--- config.mk ---
export PLATFORM = sky130hd
export DESIGN_NAME = host_domain
export DESIGN_NICKNAME = d
export VERILOG_FILES = /design/src/hw/host_cfg_pkg.sv /design/src/hw/host_event_pkg.sv /design/src/hw/cfg_lite_slave.sv /design/src/hw/dma_evt_rx.sv /design/src/hw/pmu_counters.sv /design/src/hw/host_domain.sv
export SDC_FILE = /design/constraint.sdc
export NUM_CORES = 1
export LEC_CHECK = 0
export ABC_CLOCK_PERIOD_IN_PS = 7000
export BUFFER_PORTS_ARGS = -buffer_cell sky130_fd_sc_hd__clkbuf_2
export CAP_MARGIN = 10
export CORE_MARGIN = 2
export CORE_UTILIZATION = 45
export CTS_CLUSTER_DIAMETER = 200
export DETAILED_ROUTE_END_ITERATION = 6
export HOLD_SLACK_MARGIN = 0.03
export PLACE_DENSITY = 0.58
export SETUP_SLACK_MARGIN = 0.05
export SLEW_MARGIN = 20
export SYNTH_ARGS = -nofsm -noshare
export SYNTH_HDL_FRONTEND = slang
export SYNTH_SLANG_ARGS = --single-unit
--- constraint.sdc ---
create_clock -name clk_i -period 7 [get_ports clk_i]
set_clock_uncertainty 0.05 [all_clocks]
set_input_delay 0 -clock clk_i [delete_from_list [all_inputs] [get_ports clk_i]]
set_output_delay 0 -clock clk_i [all_outputs]
set_load 0.02 [all_outputs]
--- src/hw/host_cfg_pkg.sv ---
`default_nettype none

package host_cfg_pkg;

  // Configuration port widths
  localparam int unsigned CfgAddrWidth = 8;
  localparam int unsigned CfgDataWidth = 32;

  // Each counter owns one window of CounterStride bytes
  localparam int unsigned CounterStride = 16;
  localparam int unsigned StrideBits    = $clog2(CounterStride);

  // Word offsets inside a counter window
  localparam int unsigned RegOffsetWidth = StrideBits - 2;

  localparam logic [RegOffsetWidth-1:0] RegCtrlOffset   = 2'd0;
  localparam logic [RegOffsetWidth-1:0] RegThreshOffset = 2'd1;
  localparam logic [RegOffsetWidth-1:0] RegCountOffset  = 2'd2;

  // Filler word for reads outside the counter windows
  localparam logic [CfgDataWidth-1:0] UnmappedReadWord = 32'hDEADF000;

endpackage

`default_nettype wire

--- src/hw/host_event_pkg.sv ---
`default_nettype none

package host_event_pkg;

  // Counter bank geometry
  localparam int unsigned NumCounters     = 4;
  localparam int unsigned CounterIdxWidth = $clog2(NumCounters);
  localparam int unsigned CounterWidth    = 32;

  // Event inputs and the select field that picks one of them
  localparam int unsigned NumEvents     = 5;
  localparam int unsigned EventSelWidth = 3;

  // Codes 5 to 7 are left free and count nothing
  localparam logic [EventSelWidth-1:0] EvLlcReadHit   = 3'd0;
  localparam logic [EventSelWidth-1:0] EvLlcReadMiss  = 3'd1;
  localparam logic [EventSelWidth-1:0] EvLlcWriteHit  = 3'd2;
  localparam logic [EventSelWidth-1:0] EvLlcWriteMiss = 3'd3;
  localparam logic [EventSelWidth-1:0] EvDmaPe        = 3'd4;

  localparam int unsigned CtrlWidth = 32;

  // Control register layout, enable sits in bit 0
  typedef struct packed {
    logic [CtrlWidth-EventSelWidth-3:0] reserved;
    logic [EventSelWidth-1:0]           event_sel;
    logic                               irq_en;
    logic                               enable;
  } pmu_ctrl_t;

  // One write word, read as control fields or as a raw threshold
  typedef union packed {
    pmu_ctrl_t            ctrl;
    logic [CtrlWidth-1:0] raw;
  } pmu_wdata_u;

endpackage

`default_nettype wire

--- src/hw/cfg_lite_slave.sv ---
`timescale 1ns/1ps
`default_nettype none

module cfg_lite_slave (
  input  logic                                  clk_i,
  input  logic                                  reset_i,
  input  logic                                  cfg_aw_valid_i,
  input  logic [host_cfg_pkg::CfgAddrWidth-1:0] cfg_aw_addr_i,
  input  logic                                  cfg_w_valid_i,
  input  logic [host_cfg_pkg::CfgDataWidth-1:0] cfg_w_data_i,
  input  logic                                  cfg_b_ready_i,
  input  logic                                  cfg_ar_valid_i,
  input  logic [host_cfg_pkg::CfgAddrWidth-1:0] cfg_ar_addr_i,
  input  logic                                  cfg_r_ready_i,
  input  logic [host_cfg_pkg::CfgDataWidth-1:0] reg_rdata_i,
  output logic                                  cfg_b_valid_o,
  output logic                                  cfg_r_valid_o,
  output logic [host_cfg_pkg::CfgDataWidth-1:0] cfg_r_data_o,
  output logic                                  reg_we_o,
  output logic [host_cfg_pkg::CfgAddrWidth-1:0] reg_waddr_o,
  output logic [host_cfg_pkg::CfgDataWidth-1:0] reg_wdata_o,
  output logic [host_cfg_pkg::CfgAddrWidth-1:0] reg_raddr_o
);

  logic                                  b_valid_d, b_valid_q;
  logic                                  r_valid_d, r_valid_q;
  logic [host_cfg_pkg::CfgDataWidth-1:0] r_data_q;
  logic                                  wr_accept;
  logic                                  rd_accept;

  // Address channels are always ready, a pending response blocks new beats
  assign wr_accept = cfg_aw_valid_i && cfg_w_valid_i && !b_valid_q;
  assign rd_accept = cfg_ar_valid_i && !r_valid_q;

  // Register strobe lasts the acceptance cycle only
  assign reg_we_o    = wr_accept;
  assign reg_waddr_o = cfg_aw_addr_i;
  assign reg_wdata_o = cfg_w_data_i;
  assign reg_raddr_o = cfg_ar_addr_i;

  // Write response held until the master takes it
  always_comb begin
    b_valid_d = b_valid_q;
    if (wr_accept) begin
      b_valid_d = 1'b1;
    end else if (b_valid_q && cfg_b_ready_i) begin
      b_valid_d = 1'b0;
    end
  end

  // Read response follows the same set and clear rule
  always_comb begin
    r_valid_d = r_valid_q;
    if (rd_accept) begin
      r_valid_d = 1'b1;
    end else if (r_valid_q && cfg_r_ready_i) begin
      r_valid_d = 1'b0;
    end
  end

  always_ff @(posedge clk_i) begin
    if (reset_i) begin
      b_valid_q <= 1'b0;
      r_valid_q <= 1'b0;
    end else begin
      b_valid_q <= b_valid_d;
      r_valid_q <= r_valid_d;
    end
  end

  // Data snapshot of the acceptance cycle, frozen while the response waits
  always_ff @(posedge clk_i) begin
    if (rd_accept) begin
      r_data_q <= reg_rdata_i;
    end
  end

  assign cfg_b_valid_o = b_valid_q;
  assign cfg_r_valid_o = r_valid_q;
  assign cfg_r_data_o  = r_data_q;

endmodule

`default_nettype wire

--- src/hw/dma_evt_rx.sv ---
`timescale 1ns/1ps
`default_nettype none

module dma_evt_rx (
  input  logic clk_i,
  input  logic reset_i,
  input  logic valid_i,
  output logic ack_o,
  output logic valid_o
);

  // Two-stage synchronizer for the cluster level
  logic [1:0] sync_q;
  // Previous synchronized level, for edge detection
  logic       level_q;
  logic       pulse_q;

  always_ff @(posedge clk_i) begin
    if (reset_i) begin
      sync_q  <= 2'b00;
      level_q <= 1'b0;
      pulse_q <= 1'b0;
    end else begin
      sync_q  <= {sync_q[0], valid_i};
      level_q <= sync_q[1];
      // One pulse per rising edge of the synchronized level
      pulse_q <= sync_q[1] && !level_q;
    end
  end

  // The cluster lowers valid once it sees the ack level
  assign ack_o   = sync_q[1];
  assign valid_o = pulse_q;

endmodule

`default_nettype wire

--- src/hw/pmu_counters.sv ---
`timescale 1ns/1ps
`default_nettype none

module pmu_counters (
  input  logic                                     clk_i,
  input  logic                                     reset_i,
  input  logic                                     llc_read_hit_i,
  input  logic                                     llc_read_miss_i,
  input  logic                                     llc_write_hit_i,
  input  logic                                     llc_write_miss_i,
  input  logic                                     dma_evt_i,
  input  logic                                     reg_we_i,
  input  logic [host_cfg_pkg::CfgAddrWidth-1:0]    reg_waddr_i,
  input  logic [host_cfg_pkg::CfgDataWidth-1:0]    reg_wdata_i,
  input  logic [host_cfg_pkg::CfgAddrWidth-1:0]    reg_raddr_i,
  output logic [host_cfg_pkg::CfgDataWidth-1:0]    reg_rdata_o,
  output logic [host_event_pkg::NumCounters-1:0]   intr_o
);

  // Word aligned and inside one of the counter windows
  function automatic logic addr_mapped(input logic [host_cfg_pkg::CfgAddrWidth-1:0] addr);
    logic [host_cfg_pkg::CfgAddrWidth-1:0] upper;
    upper = addr >> (host_cfg_pkg::StrideBits + host_event_pkg::CounterIdxWidth);
    return (addr[1:0] == 2'b00) && (upper == '0);
  endfunction

  function automatic logic [host_event_pkg::CounterIdxWidth-1:0] addr_idx(
    input logic [host_cfg_pkg::CfgAddrWidth-1:0] addr
  );
    return addr[host_cfg_pkg::StrideBits +: host_event_pkg::CounterIdxWidth];
  endfunction

  function automatic logic [host_cfg_pkg::RegOffsetWidth-1:0] addr_off(
    input logic [host_cfg_pkg::CfgAddrWidth-1:0] addr
  );
    return addr[host_cfg_pkg::StrideBits-1:2];
  endfunction

  host_event_pkg::pmu_ctrl_t                 ctrl_q   [host_event_pkg::NumCounters];
  logic [host_event_pkg::CounterWidth-1:0]   thresh_q [host_event_pkg::NumCounters];
  logic [host_event_pkg::CounterWidth-1:0]   count_q  [host_event_pkg::NumCounters];
  logic [host_event_pkg::CounterWidth-1:0]   count_inc[host_event_pkg::NumCounters];
  logic [host_event_pkg::NumCounters-1:0]    intr_q;

  host_event_pkg::pmu_wdata_u                wdata;
  host_event_pkg::pmu_ctrl_t                 ctrl_wr;
  logic [host_event_pkg::NumEvents-1:0]      evt_vec;
  logic [2**host_event_pkg::EventSelWidth-1:0] evt_all;
  logic [host_event_pkg::NumCounters-1:0]    ctrl_we;
  logic [host_event_pkg::NumCounters-1:0]    thresh_we;
  logic [host_event_pkg::NumCounters-1:0]    evt_hit;

  assign evt_vec[host_event_pkg::EvLlcReadHit]   = llc_read_hit_i;
  assign evt_vec[host_event_pkg::EvLlcReadMiss]  = llc_read_miss_i;
  assign evt_vec[host_event_pkg::EvLlcWriteHit]  = llc_write_hit_i;
  assign evt_vec[host_event_pkg::EvLlcWriteMiss] = llc_write_miss_i;
  assign evt_vec[host_event_pkg::EvDmaPe]        = dma_evt_i;

  // Free select codes see a constant zero
  assign evt_all = {{(2**host_event_pkg::EventSelWidth-host_event_pkg::NumEvents){1'b0}}, evt_vec};

  assign wdata = reg_wdata_i;

  always_comb begin
    ctrl_wr          = wdata.ctrl;
    ctrl_wr.reserved = '0;
  end

  // Per counter write strobes and event match
  always_comb begin
    for (int i = 0; i < host_event_pkg::NumCounters; i++) begin
      logic sel;
      sel = reg_we_i && addr_mapped(reg_waddr_i) &&
            (addr_idx(reg_waddr_i) == host_event_pkg::CounterIdxWidth'(i));
      ctrl_we[i]   = sel && (addr_off(reg_waddr_i) == host_cfg_pkg::RegCtrlOffset);
      thresh_we[i] = sel && (addr_off(reg_waddr_i) == host_cfg_pkg::RegThreshOffset);
      evt_hit[i]   = ctrl_q[i].enable && evt_all[ctrl_q[i].event_sel];
      count_inc[i] = count_q[i] + host_event_pkg::CounterWidth'(1);
    end
  end

  always_ff @(posedge clk_i) begin
    if (reset_i) begin
      for (int i = 0; i < host_event_pkg::NumCounters; i++) begin
        ctrl_q[i]   <= '0;
        thresh_q[i] <= '0;
        count_q[i]  <= '0;
      end
      intr_q <= '0;
    end else begin
      for (int i = 0; i < host_event_pkg::NumCounters; i++) begin
        if (ctrl_we[i]) begin
          // New configuration restarts the counter
          ctrl_q[i]  <= ctrl_wr;
          count_q[i] <= '0;
          intr_q[i]  <= 1'b0;
        end else if (thresh_we[i]) begin
          // A threshold write also wins over a same-cycle event
          thresh_q[i] <= wdata.raw;
        end else if (evt_hit[i]) begin
          count_q[i] <= count_inc[i];
          if (ctrl_q[i].irq_en && (count_inc[i] == thresh_q[i])) begin
            intr_q[i] <= 1'b1;
          end
        end
      end
    end
  end

  // Read mux over the words of each counter window
  always_comb begin
    reg_rdata_o = host_cfg_pkg::UnmappedReadWord;
    if (addr_mapped(reg_raddr_i)) begin
      case (addr_off(reg_raddr_i))
        host_cfg_pkg::RegCtrlOffset:   reg_rdata_o = ctrl_q[addr_idx(reg_raddr_i)];
        host_cfg_pkg::RegThreshOffset: reg_rdata_o = thresh_q[addr_idx(reg_raddr_i)];
        host_cfg_pkg::RegCountOffset:  reg_rdata_o = count_q[addr_idx(reg_raddr_i)];
        default:                       reg_rdata_o = host_cfg_pkg::UnmappedReadWord;
      endcase
    end
  end

  assign intr_o = intr_q;

endmodule

`default_nettype wire

--- src/hw/host_domain.sv ---
`timescale 1ns/1ps
`default_nettype none

module host_domain (
  input  logic                                   clk_i,
  input  logic                                   reset_i,
  // LLC event pulses
  input  logic                                   llc_read_hit_i,
  input  logic                                   llc_read_miss_i,
  input  logic                                   llc_write_hit_i,
  input  logic                                   llc_write_miss_i,
  // Cluster DMA event handshake
  input  logic                                   dma_pe_evt_valid_i,
  output logic                                   dma_pe_evt_ack_o,
  // Configuration port
  input  logic                                   cfg_aw_valid_i,
  input  logic [host_cfg_pkg::CfgAddrWidth-1:0]  cfg_aw_addr_i,
  input  logic                                   cfg_w_valid_i,
  input  logic [host_cfg_pkg::CfgDataWidth-1:0]  cfg_w_data_i,
  input  logic                                   cfg_b_ready_i,
  output logic                                   cfg_b_valid_o,
  input  logic                                   cfg_ar_valid_i,
  input  logic [host_cfg_pkg::CfgAddrWidth-1:0]  cfg_ar_addr_i,
  input  logic                                   cfg_r_ready_i,
  output logic                                   cfg_r_valid_o,
  output logic [host_cfg_pkg::CfgDataWidth-1:0]  cfg_r_data_o,
  // Sticky threshold interrupts
  output logic [host_event_pkg::NumCounters-1:0] pmu_intr_o
);

  logic                                  reg_we;
  logic [host_cfg_pkg::CfgAddrWidth-1:0] reg_waddr;
  logic [host_cfg_pkg::CfgDataWidth-1:0] reg_wdata;
  logic [host_cfg_pkg::CfgAddrWidth-1:0] reg_raddr;
  logic [host_cfg_pkg::CfgDataWidth-1:0] reg_rdata;
  logic                                  dma_evt;

  cfg_lite_slave i_cfg_lite_slave (
    .clk_i          ( clk_i          ),
    .reset_i        ( reset_i        ),
    .cfg_aw_valid_i ( cfg_aw_valid_i ),
    .cfg_aw_addr_i  ( cfg_aw_addr_i  ),
    .cfg_w_valid_i  ( cfg_w_valid_i  ),
    .cfg_w_data_i   ( cfg_w_data_i   ),
    .cfg_b_ready_i  ( cfg_b_ready_i  ),
    .cfg_ar_valid_i ( cfg_ar_valid_i ),
    .cfg_ar_addr_i  ( cfg_ar_addr_i  ),
    .cfg_r_ready_i  ( cfg_r_ready_i  ),
    .reg_rdata_i    ( reg_rdata      ),
    .cfg_b_valid_o  ( cfg_b_valid_o  ),
    .cfg_r_valid_o  ( cfg_r_valid_o  ),
    .cfg_r_data_o   ( cfg_r_data_o   ),
    .reg_we_o       ( reg_we         ),
    .reg_waddr_o    ( reg_waddr      ),
    .reg_wdata_o    ( reg_wdata      ),
    .reg_raddr_o    ( reg_raddr      )
  );

  // Edge propagator receiver for the cluster DMA event
  dma_evt_rx i_dma_evt_rx (
    .clk_i   ( clk_i              ),
    .reset_i ( reset_i            ),
    .valid_i ( dma_pe_evt_valid_i ),
    .ack_o   ( dma_pe_evt_ack_o   ),
    .valid_o ( dma_evt            )
  );

  pmu_counters i_pmu_counters (
    .clk_i            ( clk_i            ),
    .reset_i          ( reset_i          ),
    .llc_read_hit_i   ( llc_read_hit_i   ),
    .llc_read_miss_i  ( llc_read_miss_i  ),
    .llc_write_hit_i  ( llc_write_hit_i  ),
    .llc_write_miss_i ( llc_write_miss_i ),
    .dma_evt_i        ( dma_evt          ),
    .reg_we_i         ( reg_we           ),
    .reg_waddr_i      ( reg_waddr        ),
    .reg_wdata_i      ( reg_wdata        ),
    .reg_raddr_i      ( reg_raddr        ),
    .reg_rdata_o      ( reg_rdata        ),
    .intr_o           ( pmu_intr_o       )
  );

endmodule

`default_nettype wire

# --- Word level (Yosys, flattened, before mapping) ---
# Memories as Yosys holds them, arrays and structs flattened.
# Cells that the tools add are included.
classes:
  muxes: 79
  n_addsub: 4
  n_eq_ne: 10
  n_mul: 0
  n_reduce_logical: 49
  shift: 0
  order_cmp: 4
  bitwise: 20
  div_mod_pow: 0
ops:
  columns: ["cell", "n"]
  rows:
  - ["32-bit 2-to-1 mux", 12]
  - ["32-bit by 1-bit adder with 32-bit output (second input constant)", 4]
  - ["32-bit == test", 4]
  - ["32-bit case mux with 3 select lines", 1]
  - ["1-bit 2-to-1 mux", 58]
  - ["1-bit logical AND", 29]
  - ["5-bit 2-to-1 mux", 4]
  - ["8-bit logical NOT", 2]
  - ["3-bit by 4-bit < comparator with 1-bit output (second input constant)", 4]
  - ["1-bit bitwise OR", 16]
  - ["1-bit binary-select mux with 3-bit select", 4]
  - ["3-bit AND reduction", 4]
  - ["2-bit logical NOT", 5]
  - ["2-bit OR reduction", 4]
  - ["2-bit by 1-bit == test with 1-bit output (second input constant)", 3]
  - ["2-bit == test (second input constant)", 3]
  - ["1-bit inverter", 4]
  - ["2-bit nonzero test", 2]
  - ["1-bit logical NOT", 3]
totals:
  in_bits: 60
  rom_bits: 0
  mem_bits_rw: 276
  regBits: 42
  elab_cells: 179
  n_memories: 3
  latch_bits: 0
  output_inout_bits: 39
memory_table:
  columns: ["name", "words", "width", "rd", "rd_clocked_by_memory_dff", "wr", "line", "source"]
  rows:
  - ["i_pmu_counters.count_q", 4, 32, 5, 0, 4, "pmu_counters.sv:41", "logic [host_event_pkg::CounterWidth-1:0] count_q [host_event_pkg::NumCounters];"]
  - ["i_pmu_counters.thresh_q", 4, 32, 5, 0, 4, "pmu_counters.sv:40", "logic [host_event_pkg::CounterWidth-1:0] thresh_q [host_event_pkg::NumCounters];"]
  - ["i_pmu_counters.ctrl_q", 4, 5, 5, 0, 4, "pmu_counters.sv:39", "host_event_pkg::pmu_ctrl_t ctrl_q [host_event_pkg::NumCounters];"]

# --- Logic depth before layout (Yosys ltp) ---
logic_depth:
  depth_word: 10
  mapped_depth: 10
  mapped_depth_nobuf: 9

# --- By module ---
# Synthesis repeated with hierarchy kept, for this count alone.
unflattened:
  hier_cells: 1807
  hier_area_um2: 19710.2
modules_own_cells:
  columns: ["module", "instances", "area_each_um2", "seq_area_each_um2", "cells_each"]
  rows:
  - ["pmu_counters", 1, 18196.2, 8368.0, 1710]
  - ["cfg_lite_slave", 1, 1402.6, 1001.0, 89]
  - ["dma_evt_rx", 1, 111.4, 80.1, 8]

# --- Worst setup path after synthesis ---
# OpenSTA, ideal clock, no wires.
synth_timing:
  path_type: "flip-flop to flip-flop"
  from: "register i_cfg_lite_slave.b_valid_q (netlist: i_cfg_lite_slave.cfg_b_valid_o)"
  to: "memory i_pmu_counters.count_q[0][0] in the netlist's numbering (enable)"
  t_arrival_ns: 3.271
  t_required_ns: 6.484
  path_buffers: 1
  path_stages_with_launch: 7
  setup_time_ns: 0.466
  synth_period_minus_slack_ns: 3.786
  path_slack_ns: 3.214
  path_cell_list: "dfxtp_1 -> nor2b_1 -> nand3_1 -> or3_1 -> clkbuf_1 -> nand2_1 -> o21ai_0"
synth_rtl:
  columns: ["element", "line", "source"]
  rows:
  - ["start, declared", "cfg_lite_slave.sv:25", "logic b_valid_d, b_valid_q;"]
  - ["start signal, assigned", "cfg_lite_slave.sv:66", "b_valid_q <= b_valid_d;"]
  - ["end, declared", "pmu_counters.sv:41", null]

==> metrics.cfg <==
[drt]
viasPerCell=6.14
route.antenna.remaining_nets=0
vias=14800
drt_wl_total_um=65900
detailedRoute.firstIterationViolations=1521
detailedRoute.firstPassIterationCount=6
post-route-drc-count=0
avgRoutedWirePerCell_um=27.3

[global_route]
first_pass_grt_wire_length_um=95800
largest_net_degree_at_the_start_of_global_routing=70
grt_antenna_before_repair=1
global_route.usage.total=0.299
globalRouteOverflowTotal=0
number_of_global_route_vias_before_repair=14100

[floorplan]
ios=99
fp.coreArea_um2=42800
die_y_um=212
num_rows=76
floorplan.die_area_um2=44800
floorplan.initialDensity=0.454
die_width_um=212

[finish]
regArea_um2=9450
syn2layout_area_growth_pct=14.2
fill_cells=3820
drive_above_1_share=0.160
num-nets-final=1904
post_layout_util=0.518
area_of_the_multi_input_gates_um2=9490
layoutNonFillerInstCount=2413
finalInstanceArea_um2=22200

[power_and_ir_drop]
vdd.ir_drop.worst_mv=0.135
cellPowerDensity_nw_per_um2=220
tot_pwr_mw=4.88
total_leakage_power_nw=7.55

[synth]
postSynthNetCount=1807
synth_enable_flop_cells=308
synthAdderAreaFrac=0.00322
ys_ff_latch=318
synth-main-ff-cell=sky130_fd_sc_hd__edfxtp_1
yosys.area_share.simple=0.221
synth_top_cell_by_area=sky130_fd_sc_hd__edfxtp_1
synth_cell_type_count=78
syn-mean-instance-area_um2=11.1
postSynthCellCount=1742
synthMostInstantiatedCell=sky130_fd_sc_hd__edfxtp_1
ys_seq_area_frac=0.487
netlist_area_pre_place_um2=19400
yosys-top-cells-count=sky130_fd_sc_hd__edfxtp_1, sky130_fd_sc_hd__nor2_1, sky130_fd_sc_hd__xnor2_1, sky130_fd_sc_hd__and2_1, sky130_fd_sc_hd__xor2_1
post_synth_xor_area_fraction=0.109
yosys_warnings=0
postSynth.asyncResetShare=0
synth_top_area_frac=0.476
area_fraction_in_compound_gates_after_synthesis=0.0604
netlist_top_cells_area=sky130_fd_sc_hd__edfxtp_1, sky130_fd_sc_hd__mux4_2, sky130_fd_sc_hd__xnor2_1
muxShareOfSynthArea=0.0913
synth_top_family_by_area=simple AND/OR/NAND/NOR gates

[cts]
root_buffer=sky130_fd_sc_hd__clkbuf_16
ctsResizeCount=0
worst_setup_hold_path_clk_slew_ns=0.06
number_of_clock_buffers_inserted_by_tritoncts=39
clock_latency_ns=0.56
cts_setup_buffers=0
tritoncts=built
htree_num_levels=2
hold_buffers=43
clock_buffer_depth=3
clock-sinks=318

[min_path]
timing.hold.worst.class=input port to flop
hold_start=cfg_aw_addr_i[4]
hold_path_end=i_pmu_counters.ctrl_q[2][3]$_SDFFCE_PN0P_
worst_hold_path.num_cells=4

[setup_path]
worst_setup_path_start_kind=flop
timing.critical_path.required_ns=7.45
regToRegStartpoint=i_pmu_counters.count_q[1][0]$_SDFFCE_PN0P_
worst-path-max-fanout=8
critical_path_capture_point_type=flop
worstReg2RegEnd=i_pmu_counters.intr_o[1]$_SDFFE_PP0P_
worst_ep_arrival_time_ns=4.04
timing.reg2reg.setup_slack_ns=3.41
worst_r2r_path_depth=9
worst-setup-path-type=flop to flop

[placement]
dpl.cell_count=2301
post_dp_cell_area_um2=20400
gp_congestion=0.963
detailed_place_hpwl_um=48900
port_buffers=98

[sta]
max_slew_margin=0.283
tightest_slew_ns=1.08
post-route-period-util=0.513
fin_tns_setup_ns=0
timing.final.setup_violations=0
max_clock_freq_mhz=279
final_hold_violations=0
post-route-min-period_ns=3.59
slew_viol_final=0
grt_setup_unrepaired=false

[outcome]
outcome=finished, final reports clean

[run]
maxCapViolCount=0

==> routing by layer <==
layer,vias up,part of all wire,routed length [µm],track usage
li1,6611,-,-,-
met1,7320,0.41,26900,0.396
met2,739,0.46,30400,0.477
met3,155,0.071,4710,0.0482
met4,0,0.060,3930,0.153
met5,-,0,0,0
==> registers in the layout (all words and copies together), names as in the netlist <==
register	count
i_pmu_counters.count_q	128
i_pmu_counters.thresh_q	128
i_cfg_lite_slave.cfg_r_data_o	32
i_pmu_counters.ctrl_q	20
i_pmu_counters.intr_o	4
i_dma_evt_rx.sync_q	2
i_cfg_lite_slave.cfg_b_valid_o	1
i_cfg_lite_slave.cfg_r_valid_o	1
i_dma_evt_rx.level_q	1
i_dma_evt_rx.valid_o	1
==> worst max-delay path by stage <==
stage,from,endpoint,slack [ns],cells after the start
after detailed placement,i_pmu_counters.count_q[1][0]$_SDFFCE_PN0P_,i_pmu_counters.intr_o[1]$_SDFFE_PP0P_,3.49,9
after CTS,i_pmu_counters.count_q[1][0]$_SDFFCE_PN0P_,i_pmu_counters.intr_o[1]$_SDFFE_PP0P_,3.47,9
final,i_pmu_counters.count_q[1][0]$_SDFFCE_PN0P_,i_pmu_counters.intr_o[1]$_SDFFE_PP0P_,3.41,9
after global placement,i_pmu_counters.count_q[1][8]$_SDFFCE_PN0P_,i_pmu_counters.intr_o[1]$_SDFFE_PP0P_,3.62,8
after global routing,i_pmu_counters.count_q[1][0]$_SDFFCE_PN0P_,i_pmu_counters.intr_o[1]$_SDFFE_PP0P_,3.27,9
after floorplan,i_cfg_lite_slave.cfg_b_valid_o$_SDFFE_PP0P_,i_pmu_counters.count_q[0][0]$_SDFFCE_PN0P_,3.21,6
==> layout by cell type, fill, tap and decap left out, types with 11 or more instances in the layout <==
cell type	count
sky130_fd_sc_hd__mux4_2	69
sky130_fd_sc_hd__clkbuf_16	40
sky130_fd_sc_hd__buf_4	17
sky130_fd_sc_hd__inv_1	37
sky130_fd_sc_hd__and3_1	26
sky130_fd_sc_hd__nand2b_1	15
sky130_fd_sc_hd__and2_1	152
sky130_fd_sc_hd__xnor2_1	155
sky130_fd_sc_hd__o21ai_0	47
sky130_fd_sc_hd__or3_1	13
sky130_fd_sc_hd__nor3_1	35
sky130_fd_sc_hd__nand3_1	62
sky130_fd_sc_hd__edfxtp_1	308
sky130_fd_sc_hd__a22oi_1	13
sky130_fd_sc_hd__a21oi_1	37
sky130_fd_sc_hd__nand4_1	47
sky130_fd_sc_hd__nand2_1	67
sky130_fd_sc_hd__clkbuf_2	96
sky130_fd_sc_hd__nor4_1	34
sky130_fd_sc_hd__xor2_1	83
sky130_fd_sc_hd__nand3b_1	11
sky130_fd_sc_hd__dlygate4sd3_1	43
sky130_fd_sc_hd__mux2i_1	17
sky130_fd_sc_hd__nor2_1	220
sky130_fd_sc_hd__nor2b_1	11
==> cell type report <==
class,count,share of cell area
multi-input combinational,1285,0.428
sequential,318,0.426
timing repair buffer,158,0.0483
clock buffer,48,0.0474
tap,546,0.0308
clock inverter,20,0.0129
inverter,37,0.00626
antenna,1,0.000113
==> where the power goes <==
group          internal [mW]  leakage [nW]  switching [mW]  total [mW]
logic                  0.187          3.61           0.243       0.429
registers               2.16          3.29           0.130        2.29
clock network           1.32         0.645           0.835        2.16
==> logic make-up (layout without fill, tap and decap cells) <==
kind of cell             Yosys count  after routing
AND/OR/NAND/NOR                  773            773
flip-flops                       318            318
XOR/XNOR                         239            239
AO/OA/AOI/OAI                    179            179
buffers and inverters            139            263
multiplexers                      89             89
adder cells (fa/ha/maj)            5              5
other                              0              1
==> critical path: stages, from the launching register on <==
cell	delay, ns
sky130_fd_sc_hd__edfxtp_1	0.50
sky130_fd_sc_hd__ha_1	0.29
sky130_fd_sc_hd__nand4_1	0.27
sky130_fd_sc_hd__or4_1	0.67
sky130_fd_sc_hd__or4_1	0.62
sky130_fd_sc_hd__xnor2_1	0.16
sky130_fd_sc_hd__or3_1	0.31
sky130_fd_sc_hd__nor4_1	0.36
sky130_fd_sc_hd__nand4b_1	0.15
sky130_fd_sc_hd__o21ai_1	0.14
==> metrics by stage <==
stage | hold slack (ns) | worst slack, ns
after detailed placement | 0.141 | 3.49
final | 0.156 | 3.41
after global routing | 0.197 | 3.27
after global placement | 0.139 | 3.62
after floorplan | 0.0501 | 3.21
after CTS | 0.134 | 3.47
No activity file was read; power rests on OpenSTA's default activity.
